[src/design/cache_defines.svh]
`ifndef CACHE_DEFINES_SVH
`define CACHE_DEFINES_SVH

// Processor word, cache line and address widths
`define WORD_SIZE 16
`define LINE_SIZE 64
`define ADDR_SIZE 16

// Word address split into tag, set index and word offset
`define TAG_HI  15
`define TAG_LO  3
`define IDX_BIT 2
`define OFF_HI  1
`define OFF_LO  0

// Geometry of both caches
`define WAYS 2
`define SETS 2

// Watchdog allowance per operation, in units of worst-case latency
`define WDOG_SCALE 4

`endif

[src/design/cache_pkg.sv]
`include "cache_defines.svh"

package cache_pkg;

    typedef logic [`WORD_SIZE-1:0]       word_t;
    typedef logic [`ADDR_SIZE-1:0]       addr_t;

    // Word 0 of the line sits in the low bits
    typedef logic [`LINE_SIZE-1:0]       line_t;
    typedef logic [`TAG_HI-`TAG_LO:0]    tag_t;

    typedef enum logic {
        MEM_WORD,
        MEM_LINE
    } mem_size_t;

    // One request toward the shared memory port
    typedef struct packed {
        logic      read;
        logic      write;
        addr_t     addr;
        mem_size_t size;
        line_t     wdata;
    } mem_req_t;

    typedef enum logic [1:0] {
        FETCH_IDLE,
        FETCH_LOOKUP,
        FETCH_FILL
    } fetch_state_t;

    typedef enum logic [2:0] {
        DC_IDLE,
        DC_READ,
        DC_WRITE,
        DC_FILL,
        DC_WR_MISS
    } data_state_t;

endpackage

[src/design/fetch_cache.sv]
`timescale 1ns/1ps
`include "cache_defines.svh"

module fetch_cache
    import cache_pkg::*;
(
    input  logic     clk,
    input  logic     reset_n,
    input  logic     i_read,
    input  addr_t    i_addr,
    output logic     o_ready,
    output word_t    o_rdata,
    output mem_req_t o_mem_req,
    input  logic     i_mem_ack,
    input  line_t    i_mem_rdata
);

    fetch_state_t state;
    addr_t        req_addr;

    logic  valid    [`WAYS][`SETS];
    logic  lru      [`WAYS][`SETS];
    tag_t  tag_mem  [`WAYS][`SETS];
    line_t data_mem [`WAYS][`SETS];

    logic                   set;
    tag_t                   req_tag;
    logic [`OFF_HI:`OFF_LO] req_off;
    logic [`WAYS-1:0]       way_hit;
    logic                   hit;
    logic                   hit_way;
    logic                   victim;
    line_t                  hit_line;
    logic                   rd_hit_en;
    logic                   fill_en;

    assign set     = req_addr[`IDX_BIT];
    assign req_tag = req_addr[`TAG_HI:`TAG_LO];
    assign req_off = req_addr[`OFF_HI:`OFF_LO];
    assign o_ready = (state == FETCH_IDLE);

    // Tag compare on both ways of the indexed set
    always_comb begin
        for (int w = 0; w < `WAYS; w++) begin
            way_hit[w] = valid[w][set] && (tag_mem[w][set] == req_tag);
        end
    end

    assign hit      = |way_hit;
    assign hit_way  = way_hit[1];
    assign hit_line = data_mem[hit_way][set];

    // Invalid way first, otherwise the LRU way
    always_comb begin
        if (!valid[0][set]) begin
            victim = 1'b0;
        end else if (!valid[1][set]) begin
            victim = 1'b1;
        end else begin
            victim = lru[1][set];
        end
    end

    assign rd_hit_en = (state == FETCH_LOOKUP) && hit;
    assign fill_en   = (state == FETCH_FILL) && i_mem_ack;

    // Line read request, held for the whole fill
    assign o_mem_req = '{read:  (state == FETCH_FILL),
                         write: 1'b0,
                         addr:  {req_addr[`ADDR_SIZE-1:`IDX_BIT], 2'b00},
                         size:  MEM_LINE,
                         wdata: '0};

    always_ff @(posedge clk) begin
        if (o_ready && i_read) begin
            req_addr <= i_addr;
        end
        if (rd_hit_en) begin
            o_rdata <= hit_line[req_off*`WORD_SIZE +: `WORD_SIZE];
        end else if (fill_en) begin
            o_rdata <= i_mem_rdata[req_off*`WORD_SIZE +: `WORD_SIZE];
        end
        if (fill_en) begin
            tag_mem[victim][set]  <= req_tag;
            data_mem[victim][set] <= i_mem_rdata;
        end
    end

    always_ff @(posedge clk) begin
        if (!reset_n) begin
            state <= FETCH_IDLE;
            for (int w = 0; w < `WAYS; w++) begin
                for (int s = 0; s < `SETS; s++) begin
                    valid[w][s] <= 1'b0;
                    lru[w][s]   <= 1'b0;
                end
            end
        end else begin
            case (state)
                FETCH_IDLE: begin
                    if (i_read) begin
                        state <= FETCH_LOOKUP;
                    end
                end
                FETCH_LOOKUP: begin
                    if (hit) begin
                        lru[hit_way][set]  <= 1'b0;
                        lru[~hit_way][set] <= 1'b1;
                        state              <= FETCH_IDLE;
                    end else begin
                        state <= FETCH_FILL;
                    end
                end
                FETCH_FILL: begin
                    if (i_mem_ack) begin
                        valid[victim][set] <= 1'b1;
                        lru[victim][set]   <= 1'b0;
                        lru[~victim][set]  <= 1'b1;
                        state              <= FETCH_IDLE;
                    end
                end
                default: state <= FETCH_IDLE;
            endcase
        end
    end

endmodule

[src/design/data_cache.sv]
`timescale 1ns/1ps
`include "cache_defines.svh"

module data_cache
    import cache_pkg::*;
(
    input  logic     clk,
    input  logic     reset_n,
    input  logic     i_read,
    input  logic     i_write,
    input  addr_t    i_addr,
    input  word_t    i_wdata,
    output logic     o_ready,
    output word_t    o_rdata,
    output mem_req_t o_mem_req,
    input  logic     i_mem_ack,
    input  line_t    i_mem_rdata
);

    data_state_t state;
    // Background line write still waiting for its ack
    logic        wr_pending;
    addr_t       req_addr;
    word_t       req_wdata;

    logic  valid    [`WAYS][`SETS];
    logic  lru      [`WAYS][`SETS];
    tag_t  tag_mem  [`WAYS][`SETS];
    line_t data_mem [`WAYS][`SETS];

    logic                   set;
    tag_t                   req_tag;
    logic [`OFF_HI:`OFF_LO] req_off;
    addr_t                  line_addr;
    logic [`WAYS-1:0]       way_hit;
    logic                   hit;
    logic                   hit_way;
    logic                   victim;
    line_t                  hit_line;
    line_t                  merged_line;
    logic                   rd_hit_en;
    logic                   wr_hit_en;
    logic                   fill_en;

    assign set       = req_addr[`IDX_BIT];
    assign req_tag   = req_addr[`TAG_HI:`TAG_LO];
    assign req_off   = req_addr[`OFF_HI:`OFF_LO];
    assign line_addr = {req_addr[`ADDR_SIZE-1:`IDX_BIT], 2'b00};
    assign o_ready   = (state == DC_IDLE);

    always_comb begin
        for (int w = 0; w < `WAYS; w++) begin
            way_hit[w] = valid[w][set] && (tag_mem[w][set] == req_tag);
        end
    end

    assign hit      = |way_hit;
    assign hit_way  = way_hit[1];
    assign hit_line = data_mem[hit_way][set];

    // Hit line with the store word dropped into its slot
    always_comb begin
        merged_line = hit_line;
        merged_line[req_off*`WORD_SIZE +: `WORD_SIZE] = req_wdata;
    end

    always_comb begin
        if (!valid[0][set]) begin
            victim = 1'b0;
        end else if (!valid[1][set]) begin
            victim = 1'b1;
        end else begin
            victim = lru[1][set];
        end
    end

    // Read hits may finish under a pending line write, writes may not
    assign rd_hit_en = (state == DC_READ) && hit;
    assign wr_hit_en = (state == DC_WRITE) && hit && !wr_pending;
    assign fill_en   = (state == DC_FILL) && i_mem_ack;

    always_ff @(posedge clk) begin
        if (o_ready && (i_read || i_write)) begin
            req_addr  <= i_addr;
            req_wdata <= i_wdata;
        end
        if (rd_hit_en) begin
            o_rdata <= hit_line[req_off*`WORD_SIZE +: `WORD_SIZE];
        end else if (fill_en) begin
            o_rdata <= i_mem_rdata[req_off*`WORD_SIZE +: `WORD_SIZE];
        end
        if (fill_en) begin
            tag_mem[victim][set]  <= req_tag;
            data_mem[victim][set] <= i_mem_rdata;
        end else if (wr_hit_en) begin
            data_mem[hit_way][set] <= merged_line;
        end
    end

    always_ff @(posedge clk) begin
        if (!reset_n) begin
            state           <= DC_IDLE;
            wr_pending      <= 1'b0;
            o_mem_req.read  <= 1'b0;
            o_mem_req.write <= 1'b0;
            for (int w = 0; w < `WAYS; w++) begin
                for (int s = 0; s < `SETS; s++) begin
                    valid[w][s] <= 1'b0;
                    lru[w][s]   <= 1'b0;
                end
            end
        end else begin
            // The line write retires on its own, whatever the FSM is doing
            if (wr_pending && i_mem_ack) begin
                wr_pending      <= 1'b0;
                o_mem_req.write <= 1'b0;
            end
            case (state)
                DC_IDLE: begin
                    if (i_write) begin
                        state <= DC_WRITE;
                    end else if (i_read) begin
                        state <= DC_READ;
                    end
                end
                DC_READ: begin
                    if (hit) begin
                        lru[hit_way][set]  <= 1'b0;
                        lru[~hit_way][set] <= 1'b1;
                        state              <= DC_IDLE;
                    end else if (!wr_pending) begin
                        o_mem_req <= '{read: 1'b1, write: 1'b0, addr: line_addr,
                                       size: MEM_LINE, wdata: '0};
                        state     <= DC_FILL;
                    end
                end
                DC_WRITE: begin
                    if (wr_pending) begin
                        state <= DC_WRITE;
                    end else if (hit) begin
                        // Update in place, then push the whole line out
                        lru[hit_way][set]  <= 1'b0;
                        lru[~hit_way][set] <= 1'b1;
                        o_mem_req  <= '{read: 1'b0, write: 1'b1, addr: line_addr,
                                        size: MEM_LINE, wdata: merged_line};
                        wr_pending <= 1'b1;
                        state      <= DC_IDLE;
                    end else begin
                        // No allocate, single word at the original address
                        o_mem_req <= '{read: 1'b0, write: 1'b1, addr: req_addr,
                                       size: MEM_WORD,
                                       wdata: {{(`LINE_SIZE-`WORD_SIZE){1'b0}}, req_wdata}};
                        state     <= DC_WR_MISS;
                    end
                end
                DC_FILL: begin
                    if (i_mem_ack) begin
                        o_mem_req.read     <= 1'b0;
                        valid[victim][set] <= 1'b1;
                        lru[victim][set]   <= 1'b0;
                        lru[~victim][set]  <= 1'b1;
                        state              <= DC_IDLE;
                    end
                end
                DC_WR_MISS: begin
                    if (i_mem_ack) begin
                        o_mem_req.write <= 1'b0;
                        state           <= DC_IDLE;
                    end
                end
                default: state <= DC_IDLE;
            endcase
        end
    end

endmodule

[src/design/mem_arbiter.sv]
`timescale 1ns/1ps

module mem_arbiter
    import cache_pkg::*;
(
    input  logic     clk,
    input  logic     reset_n,
    input  mem_req_t i_fetch_req,
    input  mem_req_t i_data_req,
    output logic     o_fetch_ack,
    output logic     o_data_ack,
    output mem_req_t o_mem_req,
    input  logic     i_mem_ack
);

    logic fetch_active;
    logic data_active;
    // Grant held from first request cycle until the ack
    logic grant_valid;
    logic grant_data;
    logic sel_data;

    assign fetch_active = i_fetch_req.read | i_fetch_req.write;
    assign data_active  = i_data_req.read | i_data_req.write;

    // Fresh choice only while no grant is held, data cache first
    assign sel_data = grant_valid ? grant_data : data_active;

    // Forwarded the same cycle, so no added latency
    assign o_mem_req = sel_data ? i_data_req : i_fetch_req;

    // Ack pulse goes back only to the granted side
    assign o_data_ack  = i_mem_ack & sel_data;
    assign o_fetch_ack = i_mem_ack & ~sel_data;

    always_ff @(posedge clk) begin
        if (!reset_n) begin
            grant_valid <= 1'b0;
            grant_data  <= 1'b0;
        end else if (i_mem_ack) begin
            grant_valid <= 1'b0;
        end else if (!grant_valid && (data_active || fetch_active)) begin
            grant_valid <= 1'b1;
            grant_data  <= data_active;
        end
    end

endmodule

[src/design/mem_system.sv]
`timescale 1ns/1ps

module mem_system
    import cache_pkg::*;
(
    input  logic     clk,
    input  logic     reset_n,

    // Instruction fetch side
    input  logic     i_fetch_read,
    input  addr_t    i_fetch_addr,
    output logic     o_fetch_ready,
    output word_t    o_fetch_data,

    // Load and store side
    input  logic     i_data_read,
    input  logic     i_data_write,
    input  addr_t    i_data_addr,
    input  word_t    i_data_wdata,
    output logic     o_data_ready,
    output word_t    o_data_rdata,

    // Shared line-wide memory port
    output mem_req_t o_mem_req,
    input  logic     i_mem_ack,
    input  line_t    i_mem_rdata
);

    mem_req_t fetch_req;
    mem_req_t data_req;
    logic     fetch_ack;
    logic     data_ack;

    fetch_cache u_fetch (
        .clk         (clk),
        .reset_n     (reset_n),
        .i_read      (i_fetch_read),
        .i_addr      (i_fetch_addr),
        .o_ready     (o_fetch_ready),
        .o_rdata     (o_fetch_data),
        .o_mem_req   (fetch_req),
        .i_mem_ack   (fetch_ack),
        .i_mem_rdata (i_mem_rdata)
    );

    data_cache u_data (
        .clk         (clk),
        .reset_n     (reset_n),
        .i_read      (i_data_read),
        .i_write     (i_data_write),
        .i_addr      (i_data_addr),
        .i_wdata     (i_data_wdata),
        .o_ready     (o_data_ready),
        .o_rdata     (o_data_rdata),
        .o_mem_req   (data_req),
        .i_mem_ack   (data_ack),
        .i_mem_rdata (i_mem_rdata)
    );

    mem_arbiter u_arb (
        .clk         (clk),
        .reset_n     (reset_n),
        .i_fetch_req (fetch_req),
        .i_data_req  (data_req),
        .o_fetch_ack (fetch_ack),
        .o_data_ack  (data_ack),
        .o_mem_req   (o_mem_req),
        .i_mem_ack   (i_mem_ack)
    );

endmodule

[config.mk]
export PLATFORM = sky130hd
export DESIGN_NAME = mem_system
export DESIGN_NICKNAME = d
export VERILOG_FILES = /design/src/design/cache_pkg.sv /design/src/design/fetch_cache.sv /design/src/design/data_cache.sv /design/src/design/mem_arbiter.sv /design/src/design/mem_system.sv
export VERILOG_INCLUDE_DIRS = /design/src /design/src/design
export SDC_FILE = /design/constraint.sdc
export NUM_CORES = 1
export LEC_CHECK = 0
export BUFFER_PORTS_ARGS = -buffer_cell sky130_fd_sc_hd__clkbuf_2
export CAP_MARGIN = 10
export CORE_ASPECT_RATIO = 1.1
export CORE_MARGIN = 2
export CORE_UTILIZATION = 36
export CTS_BUF_LIST = sky130_fd_sc_hd__clkbuf_16
export DETAILED_ROUTE_END_ITERATION = 10
export SETUP_SLACK_MARGIN = 0.4
export SLEW_MARGIN = 40
export SYNTH_ARGS = -nofsm -noshare
export SYNTH_HDL_FRONTEND = slang
export SYNTH_SLANG_ARGS = --single-unit
[constraint.sdc]
create_clock -name clk -period 10.9 [get_ports clk]
set_clock_uncertainty 0.1 [all_clocks]
set_input_delay 1.09 -clock clk [delete_from_list [all_inputs] [get_ports clk]]
set_output_delay 1.09 -clock clk [all_outputs]
set_load 0.01 [all_outputs]
-- Word-level counts from Yosys, hierarchy flattened
Memories as Yosys holds them, arrays and structs flattened.
Cells that the tools add are included.
- bits in registers: 171
- RAM bits: 632
- input port bits: 118
- logic and storage cells: 267
- memories: 8
- $add $sub $neg: 1
- order comparisons: 4
- eq/ne operators: 19
- shift operators: 6
- muxes and demuxes: 152
- bitwise gates (word level): 16
- reduce and logical (&&, ||, !) cells: 46
- memories (memory ; words ; width ; read ports ; clocked after memory_dff ; write ports ; RTL line ; source):
    u_data.data_mem ; 2 ; 128 ; 1 ; 0 ; 1 ; data_cache.sv:29 ; line_t data_mem [`WAYS][`SETS];
    u_fetch.data_mem ; 2 ; 128 ; 1 ; 0 ; 1 ; fetch_cache.sv:24 ; line_t data_mem [`WAYS][`SETS];
    u_data.tag_mem ; 2 ; 26 ; 2 ; 0 ; 1 ; data_cache.sv:28 ; tag_t tag_mem [`WAYS][`SETS];
    u_fetch.tag_mem ; 2 ; 26 ; 2 ; 0 ; 1 ; fetch_cache.sv:23 ; tag_t tag_mem [`WAYS][`SETS];
    u_data.lru ; 2 ; 2 ; 1 ; 0 ; 2 ; data_cache.sv:27 ; logic lru [`WAYS][`SETS];
    u_data.valid ; 2 ; 2 ; 2 ; 0 ; 2 ; data_cache.sv:26 ; logic valid [`WAYS][`SETS];
    +2 memories ; n/a ; n/a ; n/a ; n/a ; n/a ; n/a ;
- operator list (operator ; number):
    $mux 128 ; 5
    $mux 64 ; 8
    $mux 83 ; 4
    $shiftx 64x7->16 ; 4
    $mux 13 ; 14
    $pmux 81 s2 ; 1
    $demux 64 s1 ; 2
    $reduce_or 128->1 ; 1
    $mux 1 ; 67
    $mux 67 ; 1
    $bwmux 64 ; 1
    $mux 16 ; 4
    $shift 16x34->64 const A ; 1
    $shiftx 16x34->64 ; 1
    $mux 2 ; 28
    $eq 13x13->1 ; 4
    $mux 26 ; 2
    $neg 6->34 ; 1
    $reduce_or 2->1 ; 14
    $demux 13 s1 ; 2
    $mux 3 ; 7
    $logic_and 1x1->1 ; 16
    $pmux 3 s4 ; 1
    $ne 2x2->1 const B ; 5
    25 further kinds ; 50

-- Depth between registers and ports, before layout
- depth after elaboration: 16
- gate-level depth with buffers: 14
- depth with buffers taken out: 8

-- Cells and area by module
A second synthesis with hierarchy kept.
- cell total of the unflattened synthesis: 2289
- area, all modules: 35083.6 sq um
- modules (own cells, without submodules) (module ; instances ; cells each ; area an instance (sq um) ; sequential area each (sq um)):
    data_cache ; 1 ; 1149 ; 18665.4 ; 13392.8
    fetch_cache ; 1 ; 1027 ; 14934.3 ; 10400.0
    mem_arbiter ; 1 ; 113 ; 1483.9 ; 40.0

-- Worst setup path after synthesis
Ideal clock, no wire load.
- kind: register to register
- start: register u_data.req_addr[2]
- end: register u_data.o_mem_req[0] (netlist name), enable pin
- data arrival time: 7.281 ns
- required time: 10.180 ns
- setup slack: 2.898 ns
- cell stages (with the launch flop): 11
- buffers on the path: 3
- clock period less this slack: 8.002 ns
- cell sequence: edfxtp_1 buf_6 buf_4 buf_4 mux2i_1 xnor2_1 nor4_1 and4_1 o21ba_2 a21oi_1 nor3_1
- word-level cells in the longest chain between the ends: 9
- RTL lines (item ; RTL line ; source):
    start, declared ; data_cache.sv:23 ; addr_t req_addr;
    start signal, assigned ; data_cache.sv:84 ; req_addr <= i_addr;
    $not 1->2 (implied by the code) * ; data_cache.sv:53 ; way_hit[w] = valid[w][set] && (tag_mem[w][set] == req_tag);
    $mux 13 (implied by the code) (3 in series) ; data_cache.sv:53 ;
    $eq 13x13->1 ; data_cache.sv:53 ;
    $logic_and 1x1->1 ; data_cache.sv:53 ;
    $reduce_or 2->1 * ; data_cache.sv:57 ; assign hit = |way_hit;
    $ne 2x2->1 (no line) * ; n/a ;
    $reduce_and 5->1 (no line) * ; n/a ;
    end signal, assigned ; data_cache.sv:132 ; o_mem_req <= '{read: 1'b1, write: 1'b0, addr: line_addr,
    end signal, assigned ; data_cache.sv:144 ; o_mem_req <= '{read: 1'b0, write: 1'b1, addr: line_addr,
    end signal, assigned ; data_cache.sv:150 ; o_mem_req <= '{read: 1'b0, write: 1'b1, addr: req_addr,
    end, declared ; data_cache.sv:15 ; output mem_req_t o_mem_req,
Every way passes the cells marked *; elsewhere a longest branch is shown, timed or not. The select of a mux whose other input is x is not followed.
A chain may end at the register's enable or synchronous reset.

-- Worst setup path after layout
- start: register u_data.req_addr[2]
- end: memory u_data.data_mem[1][24] (netlist name), enable pin
- word-level cells in the longest chain between the ends: 14
- RTL lines (item ; RTL line ; source):
    $not 1->2 (implied by the code) * ; n/a ;
    $mux 13 (implied by the code) (3 in series) ; data_cache.sv:53 ;
    $eq 13x13->1 ; data_cache.sv:53 ;
    $logic_and 1x1->1 ; data_cache.sv:53 ;
    $reduce_or 2->1 ; data_cache.sv:57 ;
    $logic_and 1x1->1 (2 in series) ; data_cache.sv:79 ; assign wr_hit_en = (state == DC_WRITE) && hit && !wr_pending;
    $mux 1 ; data_cache.sv:95 ; end else if (wr_hit_en) begin
    $mux 1 ; data_cache.sv:92 ; if (fill_en) begin
    $mux 128 (implied by the code) ; data_cache.sv:96 ; data_mem[hit_way][set] <= merged_line;
    $reduce_or 128->1 (no line) ; n/a ;
    $mux 1 (no line) / $mux 128 (equally long branches) ; n/a ;
    end, declared ; data_cache.sv:29 ;
Marks and branches as above.

==> flow_metrics.env <==
export IMPL_outcome="completed"
export IMPL_ios=235
export IMPL_drc_errors=0
export IMPL_cts_root_buffer="clkbuf_16"
export IMPL_stdcell_area_um2=39500
export IMPL_slew_headroom_pct=41.96
export IMPL_avgRoutedWirePerCell_um=26.96
export IMPL_finalCritPeriodShare_pct=48.51
export IMPL_cts_inserted_buffers=84
export IMPL_max_freq_ghz=0.1891
export IMPL_yosysTopAreaCell="edfxtp_1"
export IMPL_synth_edf_count=783
export IMPL_die_w_um=296.4
export IMPL_clkLatencyLatePin_ns=0.66
export IMPL_synthTopCellsByArea="edfxtp_1, mux4_2, mux2i_1"
export IMPL_finalWeightedCongestion=0.8310
export IMPL_crit_type="reg -> reg"
export IMPL_drt_total_wl_mm=98.60
export IMPL_ys_seq_area_share_pct=70.39
export IMPL_antenna_found_initial=16
export IMPL_final_nets=2454
export IMPL_grt_pass1_wl_mm=141.7
export IMPL_initial_utilization_pct=36.42
export IMPL_final_common_cell="edfxtp_1"
export IMPL_ys_types=66
export IMPL_first_pass_iters=5
export IMPL_finalSetupTns_ns=0
export IMPL_cp_required_ns=11.07
export IMPL_portBuffers=234
export IMPL_cts_tree="yes"
export IMPL_drive_gt1_share_pct=23.28
export IMPL_min_path_type="reg -> reg"
export IMPL_die_y_um=325.6
export IMPL_hold_violations=0
export IMPL_synthToLayoutAreaGrowth_pct=16.67
export IMPL_post_cts_buffers=0
export IMPL_layout_common_cells="edfxtp_1, clkbuf_2, nand2_1, mux2i_1, o21ai_0"
export IMPL_grt_pass1_vias=20380
export IMPL_syn_area_um2=33860
export IMPL_ys_warn_count=0
export IMPL_clk_pin_slew_ns=0.06
export IMPL_ys_flop_type="edfxtp_1"
export IMPL_fin_crit_ns=5.287
export IMPL_cp_data_arrival_time_ns=5.46
export IMPL_fp_row_count=117
export IMPL_syn_avg_cell_area_um2=16.12
export IMPL_htreeDepth=3
export IMPL_p_leak_nw=13.51
export IMPL_via_per_inst=5.585
export IMPL_synth_top_cell_area_share_pct=69.44
export IMPL_drt_antenna_violating_nets=0
export IMPL_syn_num_nets=2224
export IMPL_grt_max_degree=104
export IMPL_cts_sinks=799
export IMPL_crit_path_start_kind="flop"
export IMPL_tightest_slew_ns=0.8705
export IMPL_rsz0062_at_grt="false"
export IMPL_critPathCaptureType="flop"
export IMPL_setup_viol=0
export IMPL_coreArea_um2=92960
export IMPL_drt_initial_drc_count=2117
export IMPL_ys_seq_elements=799
export IMPL_postCtsHoldBufs=0
export IMPL_grt_remaining_overflow=0
export IMPL_clockBufferDepth=3
export IMPL_crit_fanout=73
export IMPL_track_usage_pct=20.18
export IMPL_num_vias=20430
export IMPL_die_area_um2=96520
export IMPL_async_reset_ff_share_pct=0
export IMPL_hpwl_mm=64.63
export IMPL_drv_cap=0
export IMPL_postSynthCellCount=2101
export IMPL_power_density_nw_per_um2=199.6
export IMPL_placed_area_um2=36550
export IMPL_maxSlewViolCount=0
export IMPL_post_cts_resized=0
export IMPL_ir_drop_v=0.0001261
export IMPL_final_util_pct=42.49
==> synth_stat cells (3+ instances only) <==
library cell / number
mux2_2: 29
nand2_1: 135
xnor2_1: 50
edfxtp_1: 783
nor2b_1: 33
mux4_2: 88
buf_4: 9
a31oi_1: 5
ha_1: 5
o31ai_1: 3
a2111oi_0: 4
buf_6: 7
a22oi_1: 67
o22ai_1: 3
o21ai_0: 110
and3_1: 5
nor4_1: 27
nor3b_1: 4
nand4_1: 3
buf_1: 5
a21o_1: 3
nand2b_1: 22
o2111ai_1: 3
a21boi_0: 68
nand3_1: 4
dfxtp_1: 16
a22o_1: 17
o32a_1: 11
a21oi_1: 21
mux2i_1: 115
inv_1: 7
nor2_1: 87
clkinv_1: 3
a211oi_1: 86
clkbuf_1: 89
and2_1: 89
buf_2: 22
nor3_1: 15
mux4_1: 11
o21a_1: 6
==> worst paths after layout <==
kind / start / to / slack, ns / cells after the start
min: u_data.lru[1][0] / u_data.lru[1][0] / 0.39 / 2
max: u_data.req_addr[2] / u_data.data_mem[1][24] / 5.61 / 12
max reg2reg: u_data.req_addr[2] / u_data.data_mem[1][24] / 5.61 / 12
min reg2reg: u_data.lru[1][0] / u_data.lru[1][0] / 0.39 / 2
==> power breakdown <==
| group | internal [W] | switching (W) | total [W] |
|---|---|---|---|
| combinational | 0.000456 | 0.000807 | 0.00126 |
| sequential | 0.00355 | 0.000157 | 0.00371 |
| clock | 0.00165 | 0.00127 | 0.00292 |
==> per-layer routing <==
| layer | routed length [um] | vias to the layer above | track usage (%) |
|---|---|---|---|
| met3 | 9542 | 155 | 4.667 |
| met1 | 40610 | 10530 | 28.11 |
| met4 | 3403 | 10 | 7.872 |
| li1 | - | 8755 | - |
| met2 | 44980 | 972 | 30.63 |
| met5 | 67 | - | 0 |
==> critical path: stages (launching register included) <==
cell and delay [ns]:
edfxtp_1 0.68, buf_8 0.23, buf_4 0.28, mux2i_1 0.26, xnor2_1 0.11, or4_1 0.55
or4_4 0.61, o21bai_4 0.13, buf_4 0.61, and2_1 0.27, o21ai_0 0.24, nor2_4 0.18
buf_6 0.58
==> cells by family (layout without fill, tap and decap cells) <==
logic type / Yosys count / in the layout / synth area share (%)
other: 0 / 7 / 0
XOR/XNOR: 51 / 51 / 1.319
flip-flops: 799 / 799 / 70.39
AO/OA/AOI/OAI: 424 / 424 / 8.651
multiplexers: 243 / 243 / 11.07
buffers and inverters: 143 / 443 / 1.933
adder cells (fa/ha/maj): 5 / 5 / 0.1848
AND/OR/NAND/NOR: 436 / 436 / 6.452
==> registers in the layout, indices dropped and copies added (netlist names) <==
signal / count
u_data.valid: 4
u_fetch.req_addr: 16
u_data.wr_pending: 1
u_data.lru: 2
u_data.o_rdata: 16
u_data.tag_mem: 52
u_fetch.valid: 4
u_data.req_wdata: 16
u_data.o_mem_req: 83
u_fetch.o_rdata: 16
u_arb.grant_valid: 1
u_fetch.state: 2
u_fetch.lru: 2
u_data.data_mem: 256
u_data.state: 3
u_arb.grant_data: 1
u_fetch.tag_mem: 52
u_data.req_addr: 16
u_fetch.data_mem: 256
==> per-stage QoR <==
step	power [W]	std cells	setup WS, ns	hold WS [ns]
2_1_floorplan	0.004438	2101	2.898	0.3404
3_3_place_gp	0.005000	3484	4.703	0.3673
3_5_place_dp	0.005032	3490	5.101	0.3810
4_1_cts	0.007930	3646	5.103	0.3908
5_1_grt	0.008155	3654	5.377	0.4213
6_report	0.007886	3657	5.613	0.3862
==> layout make-up <==
| cell class | count | area, um^2 |
|---|---|---|
| Antenna cell | 7 | 17.52 |
| Clock buffer | 84 | 2102 |
| Clock inverter | 72 | 735.7 |
| Fill cell | 8275 | 53460 |
| Inverter | 10 | 37.54 |
| Multi-Input combinational cell | 1159 | 9550 |
| Sequential cell | 799 | 23830 |
| Tap cell | 1249 | 1563 |
| Timing Repair Buffer | 277 | 1663 |
Note: power is estimated with default switching activity, not from simulation.
